## src/rtl/omega_pkg.sv

```systemverilog
package omega_pkg;

    // Network geometry
    localparam int NUM_PORTS      = 8;
    localparam int ADDR_W         = $clog2(NUM_PORTS);
    localparam int NUM_STAGES     = ADDR_W;
    localparam int DATA_W         = 16;
    localparam int NUM_SW         = NUM_PORTS / 2;
    // Route stages plus return stages, one register each
    localparam int FABRIC_LATENCY = 2 * NUM_STAGES;

    typedef logic [ADDR_W-1:0] addr_t;
    typedef logic [DATA_W-1:0] word_t;

    typedef addr_t [NUM_PORTS-1:0] addr_vec_t;
    typedef word_t [NUM_PORTS-1:0] word_vec_t;

    // Forward packet toward the store
    typedef struct packed {
        logic  valid;
        addr_t addr;
    } route_pkt_t;

    // Backward packet, data is zero when not valid
    typedef struct packed {
        logic  valid;
        word_t data;
    } return_pkt_t;

    // Per-stage switch settings, one bit per switch
    typedef struct packed {
        logic [NUM_SW-1:0] swap;
        logic [NUM_SW-1:0] merge;
    } sw_decision_t;

    typedef enum logic [2:0] {
        IDLE,
        ISSUE,
        WAIT,
        CAPTURE,
        DONE
    } seq_state_t;

    // Fixed store contents
    function automatic word_t store_word(addr_t a);
        word_t all_ones;
        all_ones = '1;
        return all_ones - word_t'(a);
    endfunction

endpackage

```

## src/rtl/omega_fabric.sv

```systemverilog
`timescale 1ns/1ps

module omega_fabric
    import omega_pkg::*;
(
    input  logic                         clk,
    input  logic                         rst,
    input  route_pkt_t  [NUM_PORTS-1:0]  issue_pkts,
    output return_pkt_t [NUM_PORTS-1:0]  ret_pkts
);

    route_pkt_t  [NUM_PORTS-1:0] route_link [NUM_STAGES+1];
    return_pkt_t [NUM_PORTS-1:0] ret_link   [NUM_STAGES+1];
    sw_decision_t                dec        [NUM_STAGES];

    assign route_link[0] = issue_pkts;

    // Most significant address bit is routed first
    for (genvar s = 0; s < NUM_STAGES; s++) begin : g_route
        route_stage #(
            .stage_bit(ADDR_W - 1 - s)
        ) u_route_stage (
            .clk      (clk),
            .rst      (rst),
            .in_pkts  (route_link[s]),
            .out_pkts (route_link[s+1]),
            .decision (dec[s])
        );
    end

    // Store lookup at each surviving output position
    always_comb begin
        for (int p = 0; p < NUM_PORTS; p++) begin
            ret_link[0][p] = '0;
            if (route_link[NUM_STAGES][p].valid) begin
                ret_link[0][p].valid = 1'b1;
                ret_link[0][p].data  = store_word(route_link[NUM_STAGES][p].addr);
            end
        end
    end

    // Return path walks the route stages backwards
    for (genvar s = 0; s < NUM_STAGES; s++) begin : g_return
        return_stage u_return_stage (
            .clk      (clk),
            .rst      (rst),
            .in_pkts  (ret_link[s]),
            .decision (dec[NUM_STAGES-1-s]),
            .out_pkts (ret_link[s+1])
        );
    end

    assign ret_pkts = ret_link[NUM_STAGES];

endmodule

```

## src/rtl/omega_read_top.sv

```systemverilog
`timescale 1ns/1ps

module omega_read_top
    import omega_pkg::*;
(
    input  logic      clk,
    input  logic      rst,
    input  logic      req,
    input  addr_vec_t req_addrs,
    output logic      ack,
    output logic      resp_req,
    input  logic      resp_ack,
    output word_vec_t resp_data
);

    logic                        start;
    logic                        done;
    logic                        busy_clear;
    addr_vec_t                   addrs;
    word_vec_t                   words;
    route_pkt_t  [NUM_PORTS-1:0] issue_pkts;
    return_pkt_t [NUM_PORTS-1:0] ret_pkts;

    request_port u_request_port (
        .clk        (clk),
        .rst        (rst),
        .req        (req),
        .req_addrs  (req_addrs),
        .busy_clear (busy_clear),
        .ack        (ack),
        .start      (start),
        .addrs      (addrs)
    );

    retry_sequencer u_retry_sequencer (
        .clk        (clk),
        .rst        (rst),
        .start      (start),
        .addrs      (addrs),
        .ret_pkts   (ret_pkts),
        .issue_pkts (issue_pkts),
        .done       (done),
        .words      (words)
    );

    omega_fabric u_omega_fabric (
        .clk        (clk),
        .rst        (rst),
        .issue_pkts (issue_pkts),
        .ret_pkts   (ret_pkts)
    );

    response_port u_response_port (
        .clk        (clk),
        .rst        (rst),
        .done       (done),
        .words      (words),
        .resp_ack   (resp_ack),
        .resp_req   (resp_req),
        .resp_data  (resp_data),
        .busy_clear (busy_clear)
    );

endmodule

```

## src/rtl/request_port.sv

```systemverilog
`timescale 1ns/1ps

module request_port
    import omega_pkg::*;
(
    input  logic      clk,
    input  logic      rst,
    input  logic      req,
    input  addr_vec_t req_addrs,
    input  logic      busy_clear,
    output logic      ack,
    output logic      start,
    output addr_vec_t addrs
);

    // Set from acceptance until the response handshake finishes
    logic busy;
    logic accept;

    assign accept = req && !ack && !busy;

    always_ff @(posedge clk) begin
        if (rst) begin
            ack   <= 1'b0;
            start <= 1'b0;
            busy  <= 1'b0;
        end else begin
            start <= accept;
            if (accept) begin
                ack  <= 1'b1;
                busy <= 1'b1;
            end else begin
                if (!req && ack) begin
                    ack <= 1'b0;
                end
                if (busy_clear) begin
                    busy <= 1'b0;
                end
            end
        end
    end

    // Addresses sampled once per request
    always_ff @(posedge clk) begin
        if (accept) begin
            addrs <= req_addrs;
        end
    end

    a_no_ack_while_busy: assert property (@(posedge clk) disable iff (rst)
        $rose(ack) |-> !$past(busy));

endmodule

```

## src/rtl/response_port.sv

```systemverilog
`timescale 1ns/1ps

module response_port
    import omega_pkg::*;
(
    input  logic      clk,
    input  logic      rst,
    input  logic      done,
    input  word_vec_t words,
    input  logic      resp_ack,
    output logic      resp_req,
    output word_vec_t resp_data,
    output logic      busy_clear
);

    // Waiting for the host to drop resp_ack
    logic ack_seen;

    always_ff @(posedge clk) begin
        if (rst) begin
            resp_req   <= 1'b0;
            ack_seen   <= 1'b0;
            busy_clear <= 1'b0;
        end else begin
            busy_clear <= 1'b0;
            if (done) begin
                resp_req <= 1'b1;
            end else if (resp_req && resp_ack) begin
                resp_req <= 1'b0;
                ack_seen <= 1'b1;
            end else if (ack_seen && !resp_ack) begin
                ack_seen   <= 1'b0;
                busy_clear <= 1'b1;
            end
        end
    end

    always_ff @(posedge clk) begin
        if (done) begin
            resp_data <= words;
        end
    end

    a_data_stable: assert property (@(posedge clk) disable iff (rst)
        resp_req |=> !resp_req || $stable(resp_data));

    // Intake must stay blocked until this handshake is over
    a_no_overlap: assert property (@(posedge clk) disable iff (rst)
        done |-> !resp_req && !ack_seen);

endmodule

```

## src/rtl/retry_sequencer.sv

```systemverilog
`timescale 1ns/1ps

module retry_sequencer
    import omega_pkg::*;
(
    input  logic                          clk,
    input  logic                          rst,
    input  logic                          start,
    input  addr_vec_t                     addrs,
    input  return_pkt_t [NUM_PORTS-1:0]   ret_pkts,
    output route_pkt_t  [NUM_PORTS-1:0]   issue_pkts,
    output logic                          done,
    output word_vec_t                     words
);

    localparam int CNT_W = $clog2(FABRIC_LATENCY);

    seq_state_t           state;
    seq_state_t           state_nxt;
    logic [CNT_W-1:0]     wait_cnt;
    logic [NUM_PORTS-1:0] pending;
    logic [NUM_PORTS-1:0] ret_valid;
    logic [NUM_PORTS-1:0] pending_left;
    addr_vec_t            stored_addrs;

    always_comb begin
        for (int i = 0; i < NUM_PORTS; i++) begin
            ret_valid[i] = ret_pkts[i].valid;
        end
    end

    // Ports still open once this round's returns are taken
    assign pending_left = pending & ~ret_valid;

    // Only pending ports go out, and only in the issue cycle
    always_comb begin
        for (int i = 0; i < NUM_PORTS; i++) begin
            issue_pkts[i] = '0;
            if (state == ISSUE && pending[i]) begin
                issue_pkts[i].valid = 1'b1;
                issue_pkts[i].addr  = stored_addrs[i];
            end
        end
    end

    assign done = (state == DONE);

    always_comb begin
        state_nxt = state;
        case (state)
            IDLE:    if (start) state_nxt = ISSUE;
            ISSUE:   state_nxt = WAIT;
            // Lands on CAPTURE exactly FABRIC_LATENCY cycles after ISSUE
            WAIT:    if (wait_cnt == CNT_W'(FABRIC_LATENCY - 2)) state_nxt = CAPTURE;
            CAPTURE: state_nxt = (pending_left == '0) ? DONE : ISSUE;
            DONE:    state_nxt = IDLE;
            default: state_nxt = IDLE;
        endcase
    end

    always_ff @(posedge clk) begin
        if (rst) begin
            state    <= IDLE;
            wait_cnt <= '0;
            pending  <= '0;
        end else begin
            state <= state_nxt;
            if (state == ISSUE) begin
                wait_cnt <= '0;
            end else if (state == WAIT) begin
                wait_cnt <= wait_cnt + 1'b1;
            end
            if (state == IDLE && start) begin
                pending <= '1;
            end else if (state == CAPTURE) begin
                pending <= pending_left;
            end
        end
    end

    always_ff @(posedge clk) begin
        if (state == IDLE && start) begin
            stored_addrs <= addrs;
        end
        if (state == CAPTURE) begin
            for (int i = 0; i < NUM_PORTS; i++) begin
                if (ret_valid[i] && pending[i]) begin
                    words[i] <= ret_pkts[i].data;
                end
            end
        end
    end

    // Returns only show up at capture time and only for issued ports
    a_ret_for_issued: assert property (@(posedge clk) disable iff (rst)
        (|ret_valid) |-> (state == CAPTURE) && ((ret_valid & ~pending) == '0));

    a_pending_no_grow: assert property (@(posedge clk) disable iff (rst)
        !start |=> ((pending & ~$past(pending)) == '0));

endmodule

```

## src/rtl/return_stage.sv

```systemverilog
`timescale 1ns/1ps

module return_stage
    import omega_pkg::*;
(
    input  logic                         clk,
    input  logic                         rst,
    input  return_pkt_t [NUM_PORTS-1:0]  in_pkts,
    input  sw_decision_t                 decision,
    output return_pkt_t [NUM_PORTS-1:0]  out_pkts
);

    return_pkt_t [NUM_PORTS-1:0] sw_pkts;
    return_pkt_t [NUM_PORTS-1:0] nxt_pkts;

    for (genvar i = 0; i < NUM_SW; i++) begin : g_sw
        return_pkt_t up;
        return_pkt_t dn;
        return_pkt_t both;

        assign up = in_pkts[2*i];
        assign dn = in_pkts[2*i+1];
        // On a merge the other input is all zero, so OR picks the survivor
        assign both = up | dn;

        assign sw_pkts[2*i]   = decision.merge[i] ? both : (decision.swap[i] ? dn : up);
        assign sw_pkts[2*i+1] = decision.merge[i] ? both : (decision.swap[i] ? up : dn);
    end

    // Inverse shuffle, rotate position right by one
    for (genvar i = 0; i < NUM_PORTS; i++) begin : g_unshuffle
        localparam int dst = (i / 2) + ((i % 2) * (NUM_PORTS / 2));
        assign nxt_pkts[dst] = sw_pkts[i];
    end

    always_ff @(posedge clk) begin
        if (rst) begin
            out_pkts <= '0;
        end else begin
            out_pkts <= nxt_pkts;
        end
    end

endmodule

```

## src/rtl/route_stage.sv

```systemverilog
`timescale 1ns/1ps

module route_stage
    import omega_pkg::*;
#(
    parameter int stage_bit = 0
) (
    input  logic                        clk,
    input  logic                        rst,
    input  route_pkt_t [NUM_PORTS-1:0]  in_pkts,
    output route_pkt_t [NUM_PORTS-1:0]  out_pkts,
    output sw_decision_t                decision
);

    route_pkt_t [NUM_PORTS-1:0] sh_pkts;
    route_pkt_t [NUM_PORTS-1:0] nxt_pkts;
    logic [NUM_PORTS-1:0]       in_valid;
    logic [NUM_SW-1:0]          sw_swap;
    logic [NUM_SW-1:0]          sw_merge;
    logic [NUM_SW-1:0]          both_valid;
    logic                       load;

    // Perfect shuffle, rotate position left by one
    for (genvar i = 0; i < NUM_PORTS; i++) begin : g_shuffle
        localparam int dst = ((i << 1) % NUM_PORTS) + (i / (NUM_PORTS / 2));
        assign sh_pkts[dst] = in_pkts[i];
        assign in_valid[i]  = in_pkts[i].valid;
    end

    for (genvar i = 0; i < NUM_SW; i++) begin : g_sw
        route_pkt_t up;
        route_pkt_t dn;
        route_pkt_t x0;
        route_pkt_t x1;

        assign up = sh_pkts[2*i];
        assign dn = sh_pkts[2*i+1];

        // Upper input has priority when setting the switch
        assign sw_swap[i]    = up.valid ? up.addr[stage_bit] : (dn.valid && !dn.addr[stage_bit]);
        assign both_valid[i] = up.valid && dn.valid;
        assign sw_merge[i]   = both_valid[i] && (up.addr == dn.addr);

        assign x0 = sw_swap[i] ? dn : up;
        assign x1 = sw_swap[i] ? up : dn;

        // Misrouted packets are killed and retried later
        assign nxt_pkts[2*i]   = (x0.valid && !x0.addr[stage_bit]) ? x0 : '0;
        assign nxt_pkts[2*i+1] = (x1.valid && x1.addr[stage_bit]) ? x1 : '0;
    end

    assign load = |in_valid;

    always_ff @(posedge clk) begin
        if (rst) begin
            out_pkts <= '0;
            decision <= '0;
        end else begin
            out_pkts <= nxt_pkts;
            // Held until the next wave so the return path sees this wave's settings
            if (load) begin
                decision.swap  <= sw_swap;
                decision.merge <= sw_merge;
            end
        end
    end

    // Merged pair had two valid inputs and leaves a single survivor
    for (genvar i = 0; i < NUM_SW; i++) begin : g_merge_check
        a_merge_both_valid: assert property (@(posedge clk) disable iff (rst)
            load |=> !decision.merge[i] ||
                ($past(both_valid[i]) && (out_pkts[2*i].valid != out_pkts[2*i+1].valid)));
    end

endmodule

```

## config.mk

```make
export PLATFORM = sky130hd
export DESIGN_NAME = omega_read_top
export DESIGN_NICKNAME = d
export VERILOG_FILES = /design/src/rtl/omega_pkg.sv /design/src/rtl/omega_fabric.sv /design/src/rtl/omega_read_top.sv /design/src/rtl/request_port.sv /design/src/rtl/response_port.sv /design/src/rtl/retry_sequencer.sv /design/src/rtl/return_stage.sv /design/src/rtl/route_stage.sv
export SDC_FILE = /design/constraint.sdc
export NUM_CORES = 1
export LEC_CHECK = 0
export BUFFER_PORTS_ARGS = -buffer_cell sky130_fd_sc_hd__clkbuf_2
export CAP_MARGIN = 20
export CORE_MARGIN = 2
export CORE_UTILIZATION = 40
export DETAILED_ROUTE_END_ITERATION = 8
export RECOVER_POWER = 25
export SYNTH_ARGS = -nofsm -noshare
export SYNTH_HDL_FRONTEND = slang
export SYNTH_HIERARCHICAL = 1
export SYNTH_SLANG_ARGS = --single-unit
```

## constraint.sdc

```tcl
create_clock -name clk -period 10.9 [get_ports clk]
set_input_delay 0.545 -clock clk [delete_from_list [all_inputs] [get_ports clk]]
set_output_delay 0.545 -clock clk [all_outputs]
set_load 0.02 [all_outputs]
```

## Word level (Yosys, flattened, before mapping)

Cells that the tools add are included.

| operators by class | value |
|---|---|
| reductions and logical operators | 156 |
| multiplexer cells | 115 |
| add/sub/neg operators | 9 |
| bitwise logic cells | 39 |
| equal/unequal tests | 19 |

Operators by type and width:

| cell | count |
|---|---|
| two-way mux 17 bit | 56 |
| OR 17 bit | 12 |
| two-way mux 4 bit | 32 |
| logical AND 1 bit | 82 |
| OR reduction 2 bit | 25 |
| subtractor 1 x 4 -> 5 bit, first input constant | 8 |
| == test 3 bit | 12 |
| logical NOT 1 bit | 28 |
| NOT 1 bit | 25 |
| OR reduction 8 bit | 3 |
| two-way mux 1 bit | 21 |
| AND reduction 2 bit | 10 |
| two-way mux 8 bit | 2 |
| one-hot mux 3 bit (4 select lines) | 1 |
| nonzero test 2 bit | 5 |
| two-way mux 3 bit | 3 |
| AND 8 bit | 1 |
| logical NOT 8 bit | 1 |
| NOT 8 bit | 1 |
| == test 3 x 2 -> 1 bit, second input constant | 2 |
| == test 3 bit, second input constant | 2 |
| adder 3 x 1 -> 3 bit, second input constant | 1 |
| == test 3 x 1 -> 1 bit, second input constant | 1 |
| logical NOT 3 bit | 1 |
| other kinds (3) | 3 |

| word-level totals | value |
|---|---|
| logic and storage cells | 481 |
| input port bits | 28 |
| bits in registers | 852 |

## Longest topological paths before layout

| logic depth | value |
|---|---|
| word-level depth | 11 |
| gate-level depth with buffers | 6 |

## Cells and area by module

Netlist, hierarchy kept.

Modules (own cells, without submodules):

| module | times used | cells an instance | sequential area each (um^2) | area an instance (um^2) |
|---|---|---|---|---|
| return_stage | 3 | 660 | 2722.6 | 5845.6 |
| retry_sequencer | 1 | 286 | 4844.6 | 5567.8 |
| route_stage | 3 | 174 | 800.8 | 1606.5 |
| response_port | 1 | 139 | 3903.7 | 3951.3 |
| request_port | 1 | 34 | 780.7 | 827.0 |
| omega_fabric | 1 | 24 | 0.0 | 150.1 |

## Least setup slack after synthesis

No wires, ideal clock.

| timing path | value |
|---|---|
| kind | register to register |
| from | register u_retry_sequencer.state[2] |
| to | register u_response_port.ack_seen |
| slack | -0.086 ns |
| setup time | 0.109 ns |
| arrival | 10.878 ns |
| path buffers | 1 |
| cell stages (with the launch flop) | 5 |
| cells stage by stage | dfxtp_1 > buf_2 > nor3b_1 > nor2_1 > a211oi_2 |

| on the way | value |
|---|---|
| word-level cells in the longest chain between the ends | 3 |

Ends and longest elaborated chain:

| what | line | text |
|---|---|---|
| start, declared | retry_sequencer.sv:18 | `seq_state_t state;` |
| start signal, assigned | retry_sequencer.sv:67 | `state <= state_nxt;` |
| == test 3 bit | retry_sequencer.sv:46 | `assign done = (state == DONE);` |
| named net done | omega_read_top.sv:17 | `logic done;` |
| NOT 1 bit (no line) | n/a |  |
| AND reduction 2 bit (no line) | n/a |  |
| end signal, assigned | response_port.sv:22 | `ack_seen <= 1'b0;` |
| end signal, assigned | response_port.sv:30 | `ack_seen <= 1'b1;` |
| end signal, assigned | response_port.sv:32 | `ack_seen <= 1'b0;` |
| end, declared | response_port.sv:17 | `logic ack_seen;` |

The timed path passes the listed nets, and every way through them passes these cells.
A chain may end at the register's enable or synchronous reset.

## Worst setup path in the final report

| timing path | value |
|---|---|
| from | register u_retry_sequencer.state[2] |
| to | register u_response_port/resp_data[70] in the netlist's numbering (enable) |

| on the way | value |
|---|---|
| word-level cells in the longest chain between the ends | 1 |

Ends and longest elaborated chain:

| what | line | text |
|---|---|---|
| == test 3 bit | retry_sequencer.sv:46 |  |
| named net done | omega_read_top.sv:17 |  |
| end signal, assigned | response_port.sv:40 | `resp_data <= words;` |
| end, declared | response_port.sv:12 | `output word_vec_t resp_data,` |

The timed path passes the listed nets, and every way through them passes these cells.

==> out/summary.md <==
Once the floorplan was initialized, standard cells occupied 40.2% of the core. The largest single stage delay on the critical path is 0.75 ns. Initial antenna violation count: 3.

In the layout the commonest cells are dfxtp_1, nor2_1, a211oi_1, edfxtp_1, nor2b_1. The worst hold path begins at req_addrs[1]. The number of cells on the worst reg-to-reg path is 3.

The routed length per instance works out to 18.1 um. The synthesized netlist devotes 0.986% of its cell area to XOR and XNOR gates. The highest ir drop seen on vdd was 0.112 mV; the mean cell area of the mapped netlist was 11.0 um^2. The first detailed-routing pass took 5 iterations.

In the synthesized netlist the dominant register cell turns out to be dfxtp_1. The run gives 7.89 ns as the reg2reg setup slack. The most repeated library cell on the critical path was buf_4. Time the final worst path needs with I/O delays and setup: 3.01 ns.

Counting every instance in the synthesized netlist gives 2985. The number of vias per cell after detailed routing is 5.16. The final reports fail on max-capacitance violations, max-slew violations. Walking the worst path, the cells encountered are nor3b_4 > buf_4 > buf_4. Sequential cells were found to cover 61.2% of the synthesized design area. Once layout is done, the placed cells without fillers occupy 37400 um^2. Setup violations remaining at the end of the flow were counted as 0. Headroom to the max-slew limit came out at -37.6%. The run gives 3 as the H-tree level count. The slew of the pin with the lowest slew margin is 2.06 ns. The clock passes through at most 3 buffers.

The library cell used most frequently in the layout, excluding fill and tap cells, is dfxtp_1. In this run, post-CTS repair resized a total of 0 instances. The wire length of the first global-routing pass was 120 mm; the hold violation total from the final report was 0. The synthesized design contains 852 register bits. The share of flip-flops with an asynchronous set or reset after synthesis was 0%; the fraction of the mapped netlist area in adder cells was 0.0762%.

After the last flow step, the layout net total stands at 3150. Counting flops with a built-in enable in the synthesized netlist gives 304. Entering global routing, the biggest net connects 114 pins.

The critical path data required time came out at 11.15 ns. STA classifies the critical path startpoint as a register. The layout has 7492 filler cells. The synthesized netlist occupies a cell area of 32900 um^2.

From bottom edge to top edge, the die measures 291 um. The latest clock arrival within the worst-skew pair is 0.64 ns. The flow ran to the end, but the final reports show violations. The logs give 81700 um^2 for the placeable core region and 34600 um^2 for the placement-stage cell area.

The I/O pin count is 158. The slowest library cell on the worst path is buf_4. Setup repair after global routing left no endpoint under its margin.

TritonCTS built the clock tree. The path class of the tightest hold or removal check is primary input to register. After detailed routing, the number of remaining DRC violations is 0. The first routing iteration left 1415 violations.

The tree is rooted in a clkbuf_16. Summed over all nets, the half-perimeter wirelength after detailed placement is 54.1 mm. Summing the areas of all and, or, nand and nor instances in the mapped netlist gives 17.1% of the synthesized area.

Summing the areas of all compound-gate instances in the mapped netlist gives 17.5% of the synthesized area. The maximum clock frequency is 0.333 GHz. The worst register-to-register path ends at u_response_port/resp_data[70].

The total clock sinks was 852; the yosys synthesis warning count was 6. The count of nets left with antenna violations once routing finished came out at 0. The share of the cycle needed by the critical path after routing was 27.6%; the count of hold-fix buffers inserted at cts was 0.

Adding up every negative setup slack in the final design gives 0 ns. Routability-driven placement finished with a final weighted congestion of 0.868. Global routing finished with a remaining overflow of 0. The number of global-route vias before repair is 21400, and the signed area change from the synthesized netlist to the final layout is 14.0%. The number of different library cells used by synthesis comes to 50.

The tools report the wire length reported by the detailed router as 77.2 mm. The critical path is of the register to register type. The row count is 105. Between clock sinks in the finished design, the worst skew comes to 0.0290 ns. In this run the critical register-to-register path is launched from u_retry_sequencer/state[2].

The logs give 0 for the post-CTS setup-driven buffer insertion count and 87 for the number of CTS-inserted buffers. Dividing total power by cell area gives a power density of 169 nW/um^2. After clock tree synthesis, the clock-pin slew on the worst setup and hold paths is 0.06 ns. The via total after detailed routing is 22000. The number of input and output port buffers inserted was 157.

In the global route stage, overall resource usage came out at 18.0%. Biggest fanout along the worst timing path: 70. The total count of max-transition violations in the final report was 53.

Data arrives at the worst endpoint at 3.25 ns. The width of the die was 291 um. After synthesis, the largest family of logic cells by area is compound AO/OA/AOI/OAI gates. STA classifies the critical path endpoint as a register.

The die covers 84400 um^2. Summed over all cells, the static leakage comes to 0.0139 uW. The portion of netlist area occupied by mux cells is 0%.

The cell count of the worst hold path is 1. The tools report the worst min-delay path endpoint as u_request_port/addrs[1]. The count of max-cap constraint violations was 1; the fraction of final layout cells sized beyond drive strength 1 was 11.7%.
[worst max path at each step]
stage | startpoint | endpoint | slack, ns | cells past startpoint
after floorplan | u_retry_sequencer/state[2] | u_response_port/ack_seen | 4.64 | 4
after global placement | u_retry_sequencer/state[2] | u_response_port/resp_data[5] | 8.05 | 3
after detailed placement | u_retry_sequencer/state[2] | u_response_port/resp_data[69] | 7.85 | 3
after CTS | u_retry_sequencer/state[2] | u_response_port/resp_data[70] | 7.82 | 3
after global routing | u_retry_sequencer/state[2] | u_response_port/resp_data[4] | 7.58 | 3
final | u_retry_sequencer/state[2] | u_response_port/resp_data[70] | 7.89 | 3
[power breakdown]
part	switching, uW	internal [uW]
registers	15.5	3300
clock network	1220	1710
logic	61.1	35.6
[kinds of logic after synthesis]
group                    Yosys count
AO/OA/AOI/OAI                    796
adder cells (fa/ha/maj)            2
XOR/XNOR                          37
flip-flops                       852
AND/OR/NAND/NOR                 1062
buffers and inverters            233
other                              3
[registers in the layout, indices dropped and copies added (netlist names)]
name / count
u_request_port/ack: 1
u_request_port/busy: 1
u_omega_fabric/g_route.u_route_stage/decision: 24
u_request_port/start: 1
u_retry_sequencer/wait_cnt: 3
u_omega_fabric/g_route.u_route_stage/out_pkts: 96
u_response_port/resp_req: 1
u_retry_sequencer/words: 128
u_response_port/busy_clear: 1
u_response_port/ack_seen: 1
u_retry_sequencer/state: 3
u_omega_fabric/g_return.u_return_stage/out_pkts: 408
u_request_port/addrs: 24
u_retry_sequencer/pending: 8
u_response_port/resp_data: 128
u_retry_sequencer/stored_addrs: 24
[worst max-delay path, delay by kind of cell (launching register included)]
kind,cells,cell delay (ns)
buffers and inverters,2,1.35
DFF,1,0.58
and+or+nand+nor,1,0.54
[area by class of cell]
type | count | area (um^2) | share of cell area [%]
antenna | 5 | 12.5 | 0.0334
clock buffer | 119 | 2410 | 6.44
clock inverter | 43 | 437 | 1.17
inverter | 74 | 279 | 0.745
multi-input combinational | 1909 | 11800 | 31.4
sequential | 852 | 20100 | 53.7
tap | 1070 | 1340 | 3.58
timing repair buffer | 196 | 1100 | 2.93
[stage by stage]
stage               instances  utilization (%)  total power, uW  hold WS (ns)  setup WS (ns)
global placement         4100             42.3             3470         0.391           8.05
CTS                      4262             45.8             6410        0.0372           7.82
finish                   4268             45.8             6330        0.0755           7.89
floorplan                2994                -             3450         0.386           4.64
global route             4263             45.8             6540        0.0547           7.58
detailed placement       4100             42.3             3480         0.389           7.85
[cells in the mapped netlist (4+ instances only)]
cell type / n / area (um^2)
dfxtp_1: 548 / 11000
nor2_1: 417 / 1570
a211oi_1: 384 / 2880
edfxtp_1: 304 / 9130
nor2b_1: 217 / 1360
and2_1: 212 / 1330
o21bai_1: 193 / 1450
buf_2: 72 / 360
o21ai_0: 72 / 360
clkbuf_1: 70 / 263
a21oi_1: 62 / 310
inv_1: 60 / 225
nand3_1: 60 / 300
nand2_1: 37 / 139
and3_1: 28 / 175
nand2b_1: 27 / 169
a21o_1: 25 / 188
xnor2_1: 25 / 219
buf_4: 16 / 120
a221oi_1: 15 / 131
nor3b_1: 15 / 113
a31oi_1: 13 / 81.3
inv_2: 13 / 48.8
nor3_1: 13 / 65.1
or3b_1: 13 / 114
a32o_1: 12 / 120
xor2_1: 12 / 105
a221oi_2: 9 / 135
nor4_4: 7 / 149
and3_2: 4 / 30.0
[layer usage]
metal / track usage (%) / vias to the layer above / routed length (um)
li1: - / 10900 / -
met1: 22.5 / 10500 / 33700
met2: 30.4 / 431 / 36900
met3: 2.91 / 151 / 3110
met4: 8.99 / 2 / 3520
met5: 0 / - / 13
Note: power is estimated with default switching activity, not from simulation.
